File: src/design/periph_bus_pkg.sv
// ####################
// host bus types, always ready with no wait states
// a request is live only while en is high
// ####################

`default_nettype none

package periph_bus_pkg;

   typedef logic [63:0] bus_data_t;   // read and write data word
   typedef logic [17:0] bus_addr_t;   // byte address
   typedef logic [7:0]  bus_be_t;     // byte-write enables
   typedef logic [2:0]  bus_region_t; // top address bits pick the block

   // region field in the address
   localparam int REGION_HI = 17;
   localparam int REGION_LO = 15;

   localparam bus_region_t REGION_UART = 3'd6;

   // write when en and any we bit, read when en and no we bit
   typedef struct packed {
      logic      en;
      bus_be_t   we;
      bus_addr_t addr;
      bus_data_t wdata;
   } bus_req_t;

endpackage

`default_nettype wire

File: src/design/uart_pkg.sv
// ####################
// uart types and register map
// baud divider below 2 is not supported
// ####################

`default_nettype none

package uart_pkg;

   typedef logic [7:0]  uart_byte_t;
   typedef logic [15:0] baud_div_t;   // msoc_clk cycles per bit
   typedef logic [15:0] fifo_level_t;

   // one received frame as stored in the rx fifo
   typedef struct packed {
      logic       err;  // stop bit was 0
      uart_byte_t data;
   } uart_entry_t;

   // address bits inside the uart region
   localparam int ADDR_UART_EN  = 14;  // 1 selects the uart half
   localparam int ADDR_READ_LVL = 13;  // reads: 1 gives fill levels
   localparam int ADDR_OP_HI    = 13;
   localparam int ADDR_OP_LO    = 12;

   typedef enum logic [1:0] {
      OP_PUSH_TX  = 2'd0,
      OP_POP_RX   = 2'd1,
      OP_SET_BAUD = 2'd2,
      OP_NONE     = 2'd3
   } uart_op_t;

   // status word bits above the rx head byte
   localparam int ST_ERR      = 8;
   localparam int ST_RX_EMPTY = 9;
   localparam int ST_TX_FULL  = 10;
   localparam int ST_RX_FULL  = 11;

   typedef enum logic [1:0] {TX_IDLE, TX_START, TX_DATA, TX_STOP} tx_state_e;
   typedef enum logic [1:0] {RX_IDLE, RX_START, RX_DATA, RX_STOP} rx_state_e;

endpackage

`default_nettype wire

File: src/design/uart_fifo.sv
// ####################
// FIFO_DEPTH must be a power of two
// push while full is dropped, no pass-through
// ####################

`timescale 1ns/1ps
`default_nettype none

module uart_fifo
   import uart_pkg::*;
#(
   parameter int WIDTH      = 8,
   parameter int FIFO_DEPTH = 16
) (
   input  logic             msoc_clk,
   input  logic             rstn,
   input  logic [WIDTH-1:0] in_data_i,
   input  logic             in_valid_i,
   output logic             in_ready_o,
   output logic [WIDTH-1:0] out_data_o,
   output logic             out_valid_o,
   input  logic             out_ready_i,
   output fifo_level_t      level_o
);

   localparam int PTR_W = (FIFO_DEPTH > 1) ? $clog2(FIFO_DEPTH) : 1;

   logic [WIDTH-1:0] mem_q [FIFO_DEPTH];
   logic [PTR_W-1:0] wr_ptr_q;
   logic [PTR_W-1:0] rd_ptr_q;
   fifo_level_t      count_q;
   logic             wr_en;
   logic             rd_en;

   assign in_ready_o  = (count_q != fifo_level_t'(FIFO_DEPTH)); // not full
   assign out_valid_o = (count_q != '0);                        // not empty
   assign wr_en       = in_valid_i & in_ready_o;
   assign rd_en       = out_valid_o & out_ready_i;
   assign out_data_o  = mem_q[rd_ptr_q];                        // head of queue
   assign level_o     = count_q;

   always_ff @(posedge msoc_clk)
   begin
      if (wr_en)
         mem_q[wr_ptr_q] <= in_data_i;
   end

   always_ff @(posedge msoc_clk or negedge rstn)
   begin
      if (!rstn)
      begin
         wr_ptr_q <= '0;
         rd_ptr_q <= '0;
         count_q  <= '0;
      end
      else
      begin
         if (wr_en)
            wr_ptr_q <= wr_ptr_q + 1'b1; // wraps at depth
         if (rd_en)
            rd_ptr_q <= rd_ptr_q + 1'b1;
         if (wr_en && !rd_en)
            count_q <= count_q + 1'b1;
         else if (rd_en && !wr_en)
            count_q <= count_q - 1'b1;
      end
   end

   a_no_overflow: assert property (@(posedge msoc_clk) disable iff (!rstn)
      count_q <= fifo_level_t'(FIFO_DEPTH))
      else $error("fifo write past full");

   // pointer distance must agree with the count, a read when empty breaks it
   a_no_underflow: assert property (@(posedge msoc_clk) disable iff (!rstn)
      PTR_W'(wr_ptr_q - rd_ptr_q) == PTR_W'(count_q))
      else $error("fifo read while empty");

endmodule

`default_nettype wire

File: src/design/uart_tx.sv
// ####################
// 8N1 transmitter, baud_div latched per frame
// ####################

`timescale 1ns/1ps
`default_nettype none

module uart_tx
   import uart_pkg::*;
(
   input  logic       msoc_clk,
   input  logic       rstn,
   input  baud_div_t  baud_div_i,
   input  uart_byte_t data_i,
   input  logic       valid_i,
   output logic       ready_o,
   output logic       tx_o
);

   tx_state_e  state_q;
   baud_div_t  cnt_q;
   baud_div_t  div_q;
   uart_byte_t shift_q;
   logic [2:0] idx_q;
   logic       tx_q;
   logic       bit_end;

   assign ready_o = (state_q == TX_IDLE);
   assign tx_o    = tx_q;
   assign bit_end = (cnt_q == div_q - 1'b1); // last cycle of a bit period

   always_ff @(posedge msoc_clk)
   begin
      if (ready_o && valid_i)
         shift_q <= data_i;
      else if (state_q == TX_DATA && bit_end)
         shift_q <= shift_q >> 1; // lsb first
   end

   always_ff @(posedge msoc_clk or negedge rstn)
   begin
      if (!rstn)
      begin
         state_q <= TX_IDLE;
         cnt_q   <= '0;
         div_q   <= '0;
         idx_q   <= '0;
         tx_q    <= 1'b1; // line idles high
      end
      else
      begin
         cnt_q <= bit_end ? '0 : cnt_q + 1'b1;
         case (state_q)
            TX_IDLE:
            begin
               cnt_q <= '0;
               if (valid_i)
               begin
                  div_q   <= baud_div_i;
                  tx_q    <= 1'b0; // start bit
                  state_q <= TX_START;
               end
            end
            TX_START:
               if (bit_end)
               begin
                  tx_q    <= shift_q[0];
                  idx_q   <= '0;
                  state_q <= TX_DATA;
               end
            TX_DATA:
               if (bit_end)
               begin
                  idx_q <= idx_q + 1'b1;
                  if (idx_q == 3'd7)
                  begin
                     tx_q    <= 1'b1; // stop bit
                     state_q <= TX_STOP;
                  end
                  else
                     tx_q <= shift_q[1];
               end
            default:
               if (bit_end)
                  state_q <= TX_IDLE;
         endcase
      end
   end

   a_tx_state: assert property (@(posedge msoc_clk) disable iff (!rstn)
      ready_o |-> tx_o)
      else $error("uart_tx line low while idle");

endmodule

`default_nettype wire

File: src/design/uart_rx.sv
// ####################
// 8N1 receiver behind a 3-flop majority filter
// filter adds 3 cycles, bits sampled at mid-bit
// ####################

`timescale 1ns/1ps
`default_nettype none

module uart_rx
   import uart_pkg::*;
(
   input  logic        msoc_clk,
   input  logic        rstn,
   input  baud_div_t   baud_div_i,
   input  logic        rx_i,
   output uart_entry_t entry_o,
   output logic        valid_o
);

   logic [2:0]  sync_q;
   logic        maj;
   logic        maj_q;
   rx_state_e   state_q;
   baud_div_t   cnt_q;
   baud_div_t   div_q;
   logic [2:0]  idx_q;
   uart_byte_t  shift_q;
   uart_entry_t entry_q;
   logic        valid_q;
   logic        bit_end;
   logic        half_end;

   // two of three samples win
   assign maj      = (sync_q[0] & sync_q[1]) | (sync_q[0] & sync_q[2]) |
                     (sync_q[1] & sync_q[2]);
   assign bit_end  = (cnt_q == div_q - 1'b1);
   assign half_end = (cnt_q == (div_q >> 1) - 1'b1); // middle of start bit
   assign entry_o  = entry_q;
   assign valid_o  = valid_q;

   always_ff @(posedge msoc_clk or negedge rstn)
   begin
      if (!rstn)
      begin
         sync_q <= 3'b111;
         maj_q  <= 1'b1;
      end
      else
      begin
         sync_q <= {sync_q[1:0], rx_i};
         maj_q  <= maj;
      end
   end

   always_ff @(posedge msoc_clk)
   begin
      if (state_q == RX_DATA && bit_end)
         shift_q <= {maj_q, shift_q[7:1]}; // lsb arrives first
      if (state_q == RX_STOP && bit_end)
         entry_q <= '{err: ~maj_q, data: shift_q};
   end

   always_ff @(posedge msoc_clk or negedge rstn)
   begin
      if (!rstn)
      begin
         state_q <= RX_IDLE;
         cnt_q   <= '0;
         div_q   <= '0;
         idx_q   <= '0;
         valid_q <= 1'b0;
      end
      else
      begin
         valid_q <= 1'b0;
         cnt_q   <= cnt_q + 1'b1;
         case (state_q)
            RX_IDLE:
            begin
               cnt_q <= '0;
               if (!maj_q) // falling edge of start bit
               begin
                  div_q   <= baud_div_i;
                  state_q <= RX_START;
               end
            end
            RX_START:
               if (half_end)
               begin
                  cnt_q   <= '0;
                  idx_q   <= '0;
                  state_q <= maj_q ? RX_IDLE : RX_DATA; // glitch goes back
               end
            RX_DATA:
               if (bit_end)
               begin
                  cnt_q <= '0;
                  idx_q <= idx_q + 1'b1;
                  if (idx_q == 3'd7)
                     state_q <= RX_STOP;
               end
            default:
               if (bit_end)
               begin
                  valid_q <= 1'b1;
                  state_q <= RX_IDLE;
               end
         endcase
      end
   end

   a_rx_state: assert property (@(posedge msoc_clk) disable iff (!rstn)
      valid_q |=> !valid_q)
      else $error("uart_rx valid longer than one cycle");

endmodule

`default_nettype wire

File: src/design/uart_regs.sv
// ####################
// uart register block, acts on sel with addr bit 14 set
// tx push to a full fifo is dropped
// ####################

`timescale 1ns/1ps
`default_nettype none

module uart_regs
   import periph_bus_pkg::*;
   import uart_pkg::*;
#(
   parameter int BAUD_DIV_RESET = 54,
   parameter int FIFO_DEPTH     = 16
) (
   input  logic      msoc_clk,
   input  logic      rstn,
   input  bus_req_t  bus_req_i,
   input  logic      sel_i,
   output bus_data_t rdata_o,
   input  logic      uart_rx_i,
   output logic      uart_tx_o,
   output logic      irq_o
);

   logic        acc;
   logic        wr;
   uart_op_t    op;
   baud_div_t   baud_div_q;
   logic        irq_q;
   logic        tx_push;
   logic        tx_full;
   logic        tx_full_n;
   uart_byte_t  tx_byte;
   logic        tx_valid;
   logic        tx_ready;
   fifo_level_t tx_level;
   uart_entry_t rx_entry;
   logic        rx_valid;
   logic        rx_in_ready;
   uart_entry_t rx_head;
   logic        rx_out_valid;
   logic        rx_pop;
   fifo_level_t rx_level;
   bus_data_t   status_word;

   assign acc     = sel_i & bus_req_i.addr[ADDR_UART_EN];
   assign wr      = acc & bus_req_i.en & (|bus_req_i.we);
   assign op      = uart_op_t'(bus_req_i.addr[ADDR_OP_HI:ADDR_OP_LO]);
   assign tx_push = wr & (op == OP_PUSH_TX);
   assign rx_pop  = wr & (op == OP_POP_RX) & rx_out_valid; // empty pop ignored
   assign irq_o   = irq_q;
   assign tx_full = ~tx_full_n;

   always_ff @(posedge msoc_clk or negedge rstn)
   begin
      if (!rstn)
      begin
         baud_div_q <= baud_div_t'(BAUD_DIV_RESET);
         irq_q      <= 1'b0;
      end
      else
      begin
         irq_q <= rx_out_valid; // data waiting
         if (wr && op == OP_SET_BAUD)
            baud_div_q <= bus_req_i.wdata[15:0];
      end
   end

   always_comb
   begin
      status_word              = '0;
      status_word[7:0]         = rx_head.data;
      status_word[ST_ERR]      = rx_head.err;
      status_word[ST_RX_EMPTY] = ~rx_out_valid;
      status_word[ST_TX_FULL]  = tx_full;
      status_word[ST_RX_FULL]  = ~rx_in_ready;
   end

   assign rdata_o = !acc ? '0 :
                    bus_req_i.addr[ADDR_READ_LVL] ? {32'b0, tx_level, rx_level} :
                    status_word;

   uart_fifo #(.WIDTH(8), .FIFO_DEPTH(FIFO_DEPTH)) u_tx_fifo (
      .msoc_clk    (msoc_clk),
      .rstn        (rstn),
      .in_data_i   (bus_req_i.wdata[7:0]),
      .in_valid_i  (tx_push),
      .in_ready_o  (tx_full_n),
      .out_data_o  (tx_byte),
      .out_valid_o (tx_valid),
      .out_ready_i (tx_ready),
      .level_o     (tx_level)
   );

   uart_tx u_uart_tx (
      .msoc_clk   (msoc_clk),
      .rstn       (rstn),
      .baud_div_i (baud_div_q),
      .data_i     (tx_byte),
      .valid_i    (tx_valid),
      .ready_o    (tx_ready),
      .tx_o       (uart_tx_o)
   );

   uart_rx u_uart_rx (
      .msoc_clk   (msoc_clk),
      .rstn       (rstn),
      .baud_div_i (baud_div_q),
      .rx_i       (uart_rx_i),
      .entry_o    (rx_entry),
      .valid_o    (rx_valid)
   );

   uart_fifo #(.WIDTH(9), .FIFO_DEPTH(FIFO_DEPTH)) u_rx_fifo (
      .msoc_clk    (msoc_clk),
      .rstn        (rstn),
      .in_data_i   (rx_entry),
      .in_valid_i  (rx_valid),     // frame lost when full
      .in_ready_o  (rx_in_ready),
      .out_data_o  (rx_head),
      .out_valid_o (rx_out_valid),
      .out_ready_i (rx_pop),
      .level_o     (rx_level)
   );

   // host pop on an empty rx fifo must not move its level
   a_pop_not_empty: assert property (@(posedge msoc_clk) disable iff (!rstn)
      wr && op == OP_POP_RX && !rx_out_valid && !rx_valid |=> rx_level == $past(rx_level))
      else $error("pop issued to an empty fifo");

endmodule

`default_nettype wire

File: src/design/periph_top.sv
// ####################
// peripheral top, uart in region 6 only
// read data valid one cycle after the request
// ####################

`timescale 1ns/1ps
`default_nettype none

module periph_top
   import periph_bus_pkg::*;
#(
   parameter int BAUD_DIV_RESET = 54,
   parameter int FIFO_DEPTH     = 16
) (
   input  logic      msoc_clk,
   input  logic      rstn,
   input  bus_req_t  bus_req_i,
   output bus_data_t bus_rdata_o,
   input  logic      uart_rx_i,
   output logic      uart_tx_o,
   output logic      uart_irq_o
);

   bus_region_t region;
   logic        uart_sel;
   logic        rd_req;
   bus_data_t   uart_rdata;
   bus_data_t   rdata_q;

   assign region      = bus_region_t'(bus_req_i.addr[REGION_HI:REGION_LO]);
   assign uart_sel    = (region == REGION_UART);
   assign rd_req      = bus_req_i.en & ~(|bus_req_i.we);
   assign bus_rdata_o = rdata_q;

   // other regions read back zero
   always_ff @(posedge msoc_clk or negedge rstn)
   begin
      if (!rstn)
         rdata_q <= '0;
      else
         rdata_q <= (rd_req && uart_sel) ? uart_rdata : '0;
   end

   uart_regs #(
      .BAUD_DIV_RESET (BAUD_DIV_RESET),
      .FIFO_DEPTH     (FIFO_DEPTH)
   ) u_uart_regs (
      .msoc_clk  (msoc_clk),
      .rstn      (rstn),
      .bus_req_i (bus_req_i),
      .sel_i     (uart_sel),
      .rdata_o   (uart_rdata),
      .uart_rx_i (uart_rx_i),
      .uart_tx_o (uart_tx_o),
      .irq_o     (uart_irq_o)
   );

endmodule

`default_nettype wire

File: config.mk
export PLATFORM = sky130hd
export DESIGN_NAME = periph_top
export DESIGN_NICKNAME = d
export VERILOG_FILES = /design/src/design/periph_bus_pkg.sv /design/src/design/uart_pkg.sv /design/src/design/uart_fifo.sv /design/src/design/uart_tx.sv /design/src/design/uart_rx.sv /design/src/design/uart_regs.sv /design/src/design/periph_top.sv
export SDC_FILE = /design/constraint.sdc
export NUM_CORES = 1
export LEC_CHECK = 0
export BUFFER_PORTS_ARGS = -buffer_cell sky130_fd_sc_hd__buf_4
export CAP_MARGIN = 20
export CORE_ASPECT_RATIO = 1.4
export CORE_MARGIN = 5
export CORE_UTILIZATION = 51
export CTS_CLUSTER_SIZE = 25
export DETAILED_ROUTE_END_ITERATION = 12
export GPL_ROUTABILITY_DRIVEN = 0
export GPL_TIMING_DRIVEN = 0
export PLACE_DENSITY = 0.69
export SETUP_SLACK_MARGIN = 0.5
export SLEW_MARGIN = 5
export SYNTH_ARGS = -nofsm -noshare
export SYNTH_HDL_FRONTEND = slang
export SYNTH_SLANG_ARGS = --single-unit
File: constraint.sdc
create_clock -name msoc_clk -period 5.4 [get_ports msoc_clk]
set_input_delay 0.54 -clock msoc_clk [delete_from_list [all_inputs] [get_ports msoc_clk]]
set_output_delay 0.54 -clock msoc_clk [all_outputs]
set_load 0.01 [all_outputs]
==> flow_summary_export.csv <==
group,metric,value,unit
synthesis,ys_async_sr_fraction,37.3,%
floorplan,pin_count,160,
critical_path,worstPathCellList,"nor4_1 > nand4_1 > nor2_1 > inv_1 > nand2_2 > clkbuf_2 > ha_1 > clkinvlp_4 > ha_1 > nor2b_1 > o21ai_0 > a21boi_0 > o211ai_1 > a21boi_0 > o21a_1 > or4_1 > nand3_1",
final_layout,syn2layout_area_growth,14.0,%
timing,clock_skew,23.5,ps
critical_path,path_class,"reg -> reg",
global_routing,grt_max_degree,100,
place,portBuffers,66,
synthesis,synth_xor_area_share,4.57,%
clocking,clkLatencyLatePin,570,ps
route,viasPerCell,5.68,
clocking,cts-buffers-inserted,45,
synthesis,yosysTopAreaCellShare,40.8,%
synthesis,synth.avg_cell_area,13.6,um^2
floorplan,die_area,47200,um^2
critical_path,critPathCaptureType,"flip-flop",
synthesis,ys_ff_latch,474,
route,drt-total-wl,46.8,mm
run,cap_violations,0,
timing,setup_viol,0,
timing,report.final.slew_viol_count,0,
route,drt_iter0_drc,803,
timing,relSlewSlack,34.7,%
floorplan,die_x,185,um
min_path,worstHoldEndpoint,"u_uart_regs.u_uart_rx.sync_q[0]",
critical_path,required,5900,ps
final_layout,antennaDiodeCount,0,
global_routing,grt_pass1_vias,13500,
pwr,peakVddDrop,0.000309,V
min_path,min_delay_path_depth,1,
critical_path,worst_ep_arrival_time,4990,ps
pwr,p_leak,9.73,nW
synthesis,synth_compound_area_share,7.25,%
floorplan,core-area,42300,um^2
route,wl_per_cell,19.9,um
final_layout,finalNonFillerCells,2355,
critical_path,startpoint_type,"flip-flop",
route,route.detailed.drc,0,
timing,fin_crit,4480,ps
timing,finalHoldViolCount,0,
floorplan,start_util,51.7,%
clocking,cts_max_level,2,
global_routing,grt_overflow_total,0,
critical_path,crit_slowest_cell,"or4_1",
synthesis,synthMostInstantiatedCell,"edfxtp_1",
timing,tns,0,ps
synthesis,ys_top_cells_by_area,"edfxtp_1, dfrtp_1, mux4_2",
global_routing,grt_usage,19.8,%
synthesis,yosysWarnings,0,
pwr,power_density,350,nW/um^2
synthesis,synthAdderAreaFrac,3.26,%
final_layout,finalNetCount,1922,
critical_path,cp_max_fo,10,
pwr,power,8.73,mW
global_routing,grt_pass1_wl,73.6,mm
route,first_pass_iters,5,
min_path,min_path_type,"in -> reg",
clocking,cts_tree,"yes",
timing,tightest_slew,972,ps
floorplan,die_h,255,um
synthesis,netlist_area,21900,um^2
synthesis,synth_cells,1613,
final_layout,fillerInstances,3376,
global_routing,antenna_found_initial,0,
critical_path,critical_path_buf_inv_count,3,
timing,rsz0062_at_grt,"false",
outcome,status,"finished clean",
critical_path,ff2ff_path_depth,17,
synthesis,yosysTopAreaCell,"edfxtp_1",
synthesis,yosysSeqAreaShare,61.1,%
clocking,cts_sinks,474,
critical_path,reg2reg_to,"u_uart_regs.u_tx_fifo.level_o[10]",
synthesis,synth_ff_type,"edfxtp_1",
floorplan,fp-row-count,89,
synthesis,synth_top_family_by_area,"multiplexers",
synthesis,ys_types,79,
critical_path,worstReg2RegStart,"u_uart_regs.u_tx_fifo.level_o[8]",
clocking,cts.reportedPaths.clkPinSlew,70,ps
clocking,root_buffer,"clkbuf_16",
timing,fmax,223,MHz
synthesis,synth-edff-count,297,
route,antenna_left,0,
critical_path,cp_top_family,"simple AND/OR/NAND/NOR gates",
timing,finalCritPeriodShare,83.0,%
clocking,clock_path_buffers,3,
place,hpwl,33.1,mm
min_path,min_from,"uart_rx_i",
place,dp.cells,2263,
synthesis,yosys.area_share.simple,9.51,%
critical_path,cpPeakStageDelay,460,ps
critical_path,timing.reg2reg.setup_slack,920,ps
route,vias,13400,
synthesis,synth_mux_area_share,10.9,%
final_layout,drive_gt1_share,19.1,%
synthesis,synth_commonest_cells,"edfxtp_1, dfrtp_1, nor2_1, nand2_1, o21ai_0",
-- final cells by class --
| cell class | instances | area (um^2) | share of cell area [%] |
|---|---|---|---|
| multi-input combinational | 1011 | 7920 | 31.8 |
| buffer | 113 | 564 | 2.26 |
| inverter | 46 | 180 | 0.723 |
| timing repair buffer | 82 | 636 | 2.55 |
| tap | 546 | 683 | 2.74 |
| clock buffer | 56 | 1190 | 4.77 |
| sequential | 474 | 13400 | 53.6 |
| clock inverter | 27 | 395 | 1.59 |
-- cell families after synthesis --
kind of cell,Yosys count
and+or+nand+nor,413
AOI/OAI and AO/OA,238
muxes,158
adders and majority gates,56
DFF,474
buffers and inverters,159
xor gates and xnor gates,114
other,1
-- layer usage --
layer,track usage (%),part of all wire (%),vias to the layer above
met5,0,0,-
met4,7.81,4.3,0
met3,2.40,3.7,101
met2,36.7,54,296
met1,23.5,38,6678
li1,-,-,6293
-- worst max-delay path by stage --
stage                                           from                                 to  slack [ps]  cells past startpoint
finish              u_uart_regs.u_tx_fifo.level_o[8]  u_uart_regs.u_tx_fifo.level_o[10]         920                     17
global route        u_uart_regs.u_tx_fifo.level_o[8]  u_uart_regs.u_tx_fifo.level_o[10]         480                     17
CTS                 u_uart_regs.u_tx_fifo.level_o[8]  u_uart_regs.u_tx_fifo.level_o[10]         580                     17
detailed placement                     bus_req_i[79]  u_uart_regs.u_rx_fifo.level_o[15]         480                     17
global placement                       bus_req_i[79]  u_uart_regs.u_rx_fifo.level_o[15]        -350                     17
floorplan                              bus_req_i[79]  u_uart_regs.u_rx_fifo.level_o[15]        1270                     16
-- flip-flops by register name, summed over array words and instances, names as in the netlist, 2 cells and up --
register / flops
u_uart_regs.u_rx_fifo.mem_q: 144
u_uart_regs.u_tx_fifo.mem_q: 128
bus_rdata_o: 32
u_uart_regs.baud_div_q: 16
u_uart_regs.u_rx_fifo.level_o: 16
u_uart_regs.u_tx_fifo.level_o: 16
u_uart_regs.u_uart_rx.cnt_q: 16
u_uart_regs.u_uart_rx.div_q: 16
u_uart_regs.u_uart_tx.cnt_q: 16
u_uart_regs.u_uart_tx.div_q: 16
u_uart_regs.u_uart_rx.entry_o: 9
u_uart_regs.u_uart_rx.shift_q: 8
u_uart_regs.u_uart_tx.shift_q: 8
u_uart_regs.u_rx_fifo.rd_ptr_q: 4
u_uart_regs.u_rx_fifo.wr_ptr_q: 4
u_uart_regs.u_tx_fifo.rd_ptr_q: 4
u_uart_regs.u_tx_fifo.wr_ptr_q: 4
u_uart_regs.u_uart_rx.idx_q: 3
u_uart_regs.u_uart_rx.sync_q: 3
u_uart_regs.u_uart_tx.idx_q: 3
u_uart_regs.u_uart_rx.state_q: 2
u_uart_regs.u_uart_tx.state_q: 2
-- worst register-to-register path: stages (launching register included) --
cell and delay, ps:
dfrtp_1 440, nor4_1 330, nand4_1 210, nor2_1 200, inv_1 120, nand2_2 260
clkbuf_2 330, ha_1 300, clkinvlp_4 180, ha_1 310, nor2b_1 130, o21ai_0 240
a21boi_0 240, o211ai_1 250, a21boi_0 140, o21a_1 210, or4_1 460, nand3_1 90
-- through the flow --
| step | hold WS [ps] | util [%] | worst slack [ps] | area (um^2) |
|---|---|---|---|---|
| 4_1_cts | 53.5 | 58.7 | 582 | 24800 |
| 3_5_place_dp | 362 | 54.9 | 478 | 23200 |
| 5_1_grt | 52.8 | 58.9 | 477 | 24900 |
| 2_1_floorplan | 244 | - | 1270 | 22000 |
| 3_3_place_gp | 358 | 54.7 | -347 | 23200 |
| 6_report | 77.8 | 58.9 | 919 | 24900 |
-- where the power goes --
group	switching, mW	internal (mW)	leakage [nW]	total, mW
clock	1.37	2.01	0.762	3.38
sequential	0.123	3.94	5.01	4.07
combinational	0.692	0.592	3.96	1.28
total	2.18	6.55	9.73	8.73
-- layout by cell type, fill, tap and decap left out, types with 15 or more instances in the layout --
| cell | instances |
|---|---|
| nor4_1 | 20 |
| mux2_2 | 63 |
| nand2b_1 | 15 |
| a21oi_1 | 31 |
| buf_1 | 16 |
| buf_4 | 105 |
| a31oi_1 | 17 |
| xnor2_1 | 65 |
| nor2_1 | 109 |
| clkbuf_16 | 46 |
| nor3_1 | 37 |
| mux2i_1 | 36 |
| conb_1 | 32 |
| xor2_1 | 49 |
| nand2_1 | 92 |
| nand3_1 | 29 |
| mux4_2 | 58 |
| clkbuf_1 | 69 |
| edfxtp_1 | 297 |
| and3_1 | 35 |
| ha_1 | 53 |
| dfrtp_1 | 168 |
| o21ai_0 | 84 |
| inv_1 | 43 |
-- what timing repair did --
item,in CTS,in global routing
cloned,0,0
setup endpoints to repair,2,10
hold buffers,1,0
resized for setup,2,4
endpoints found under the hold margin,44,0
buffers inserted,0,8
Power figures use the tool's default switching activity.
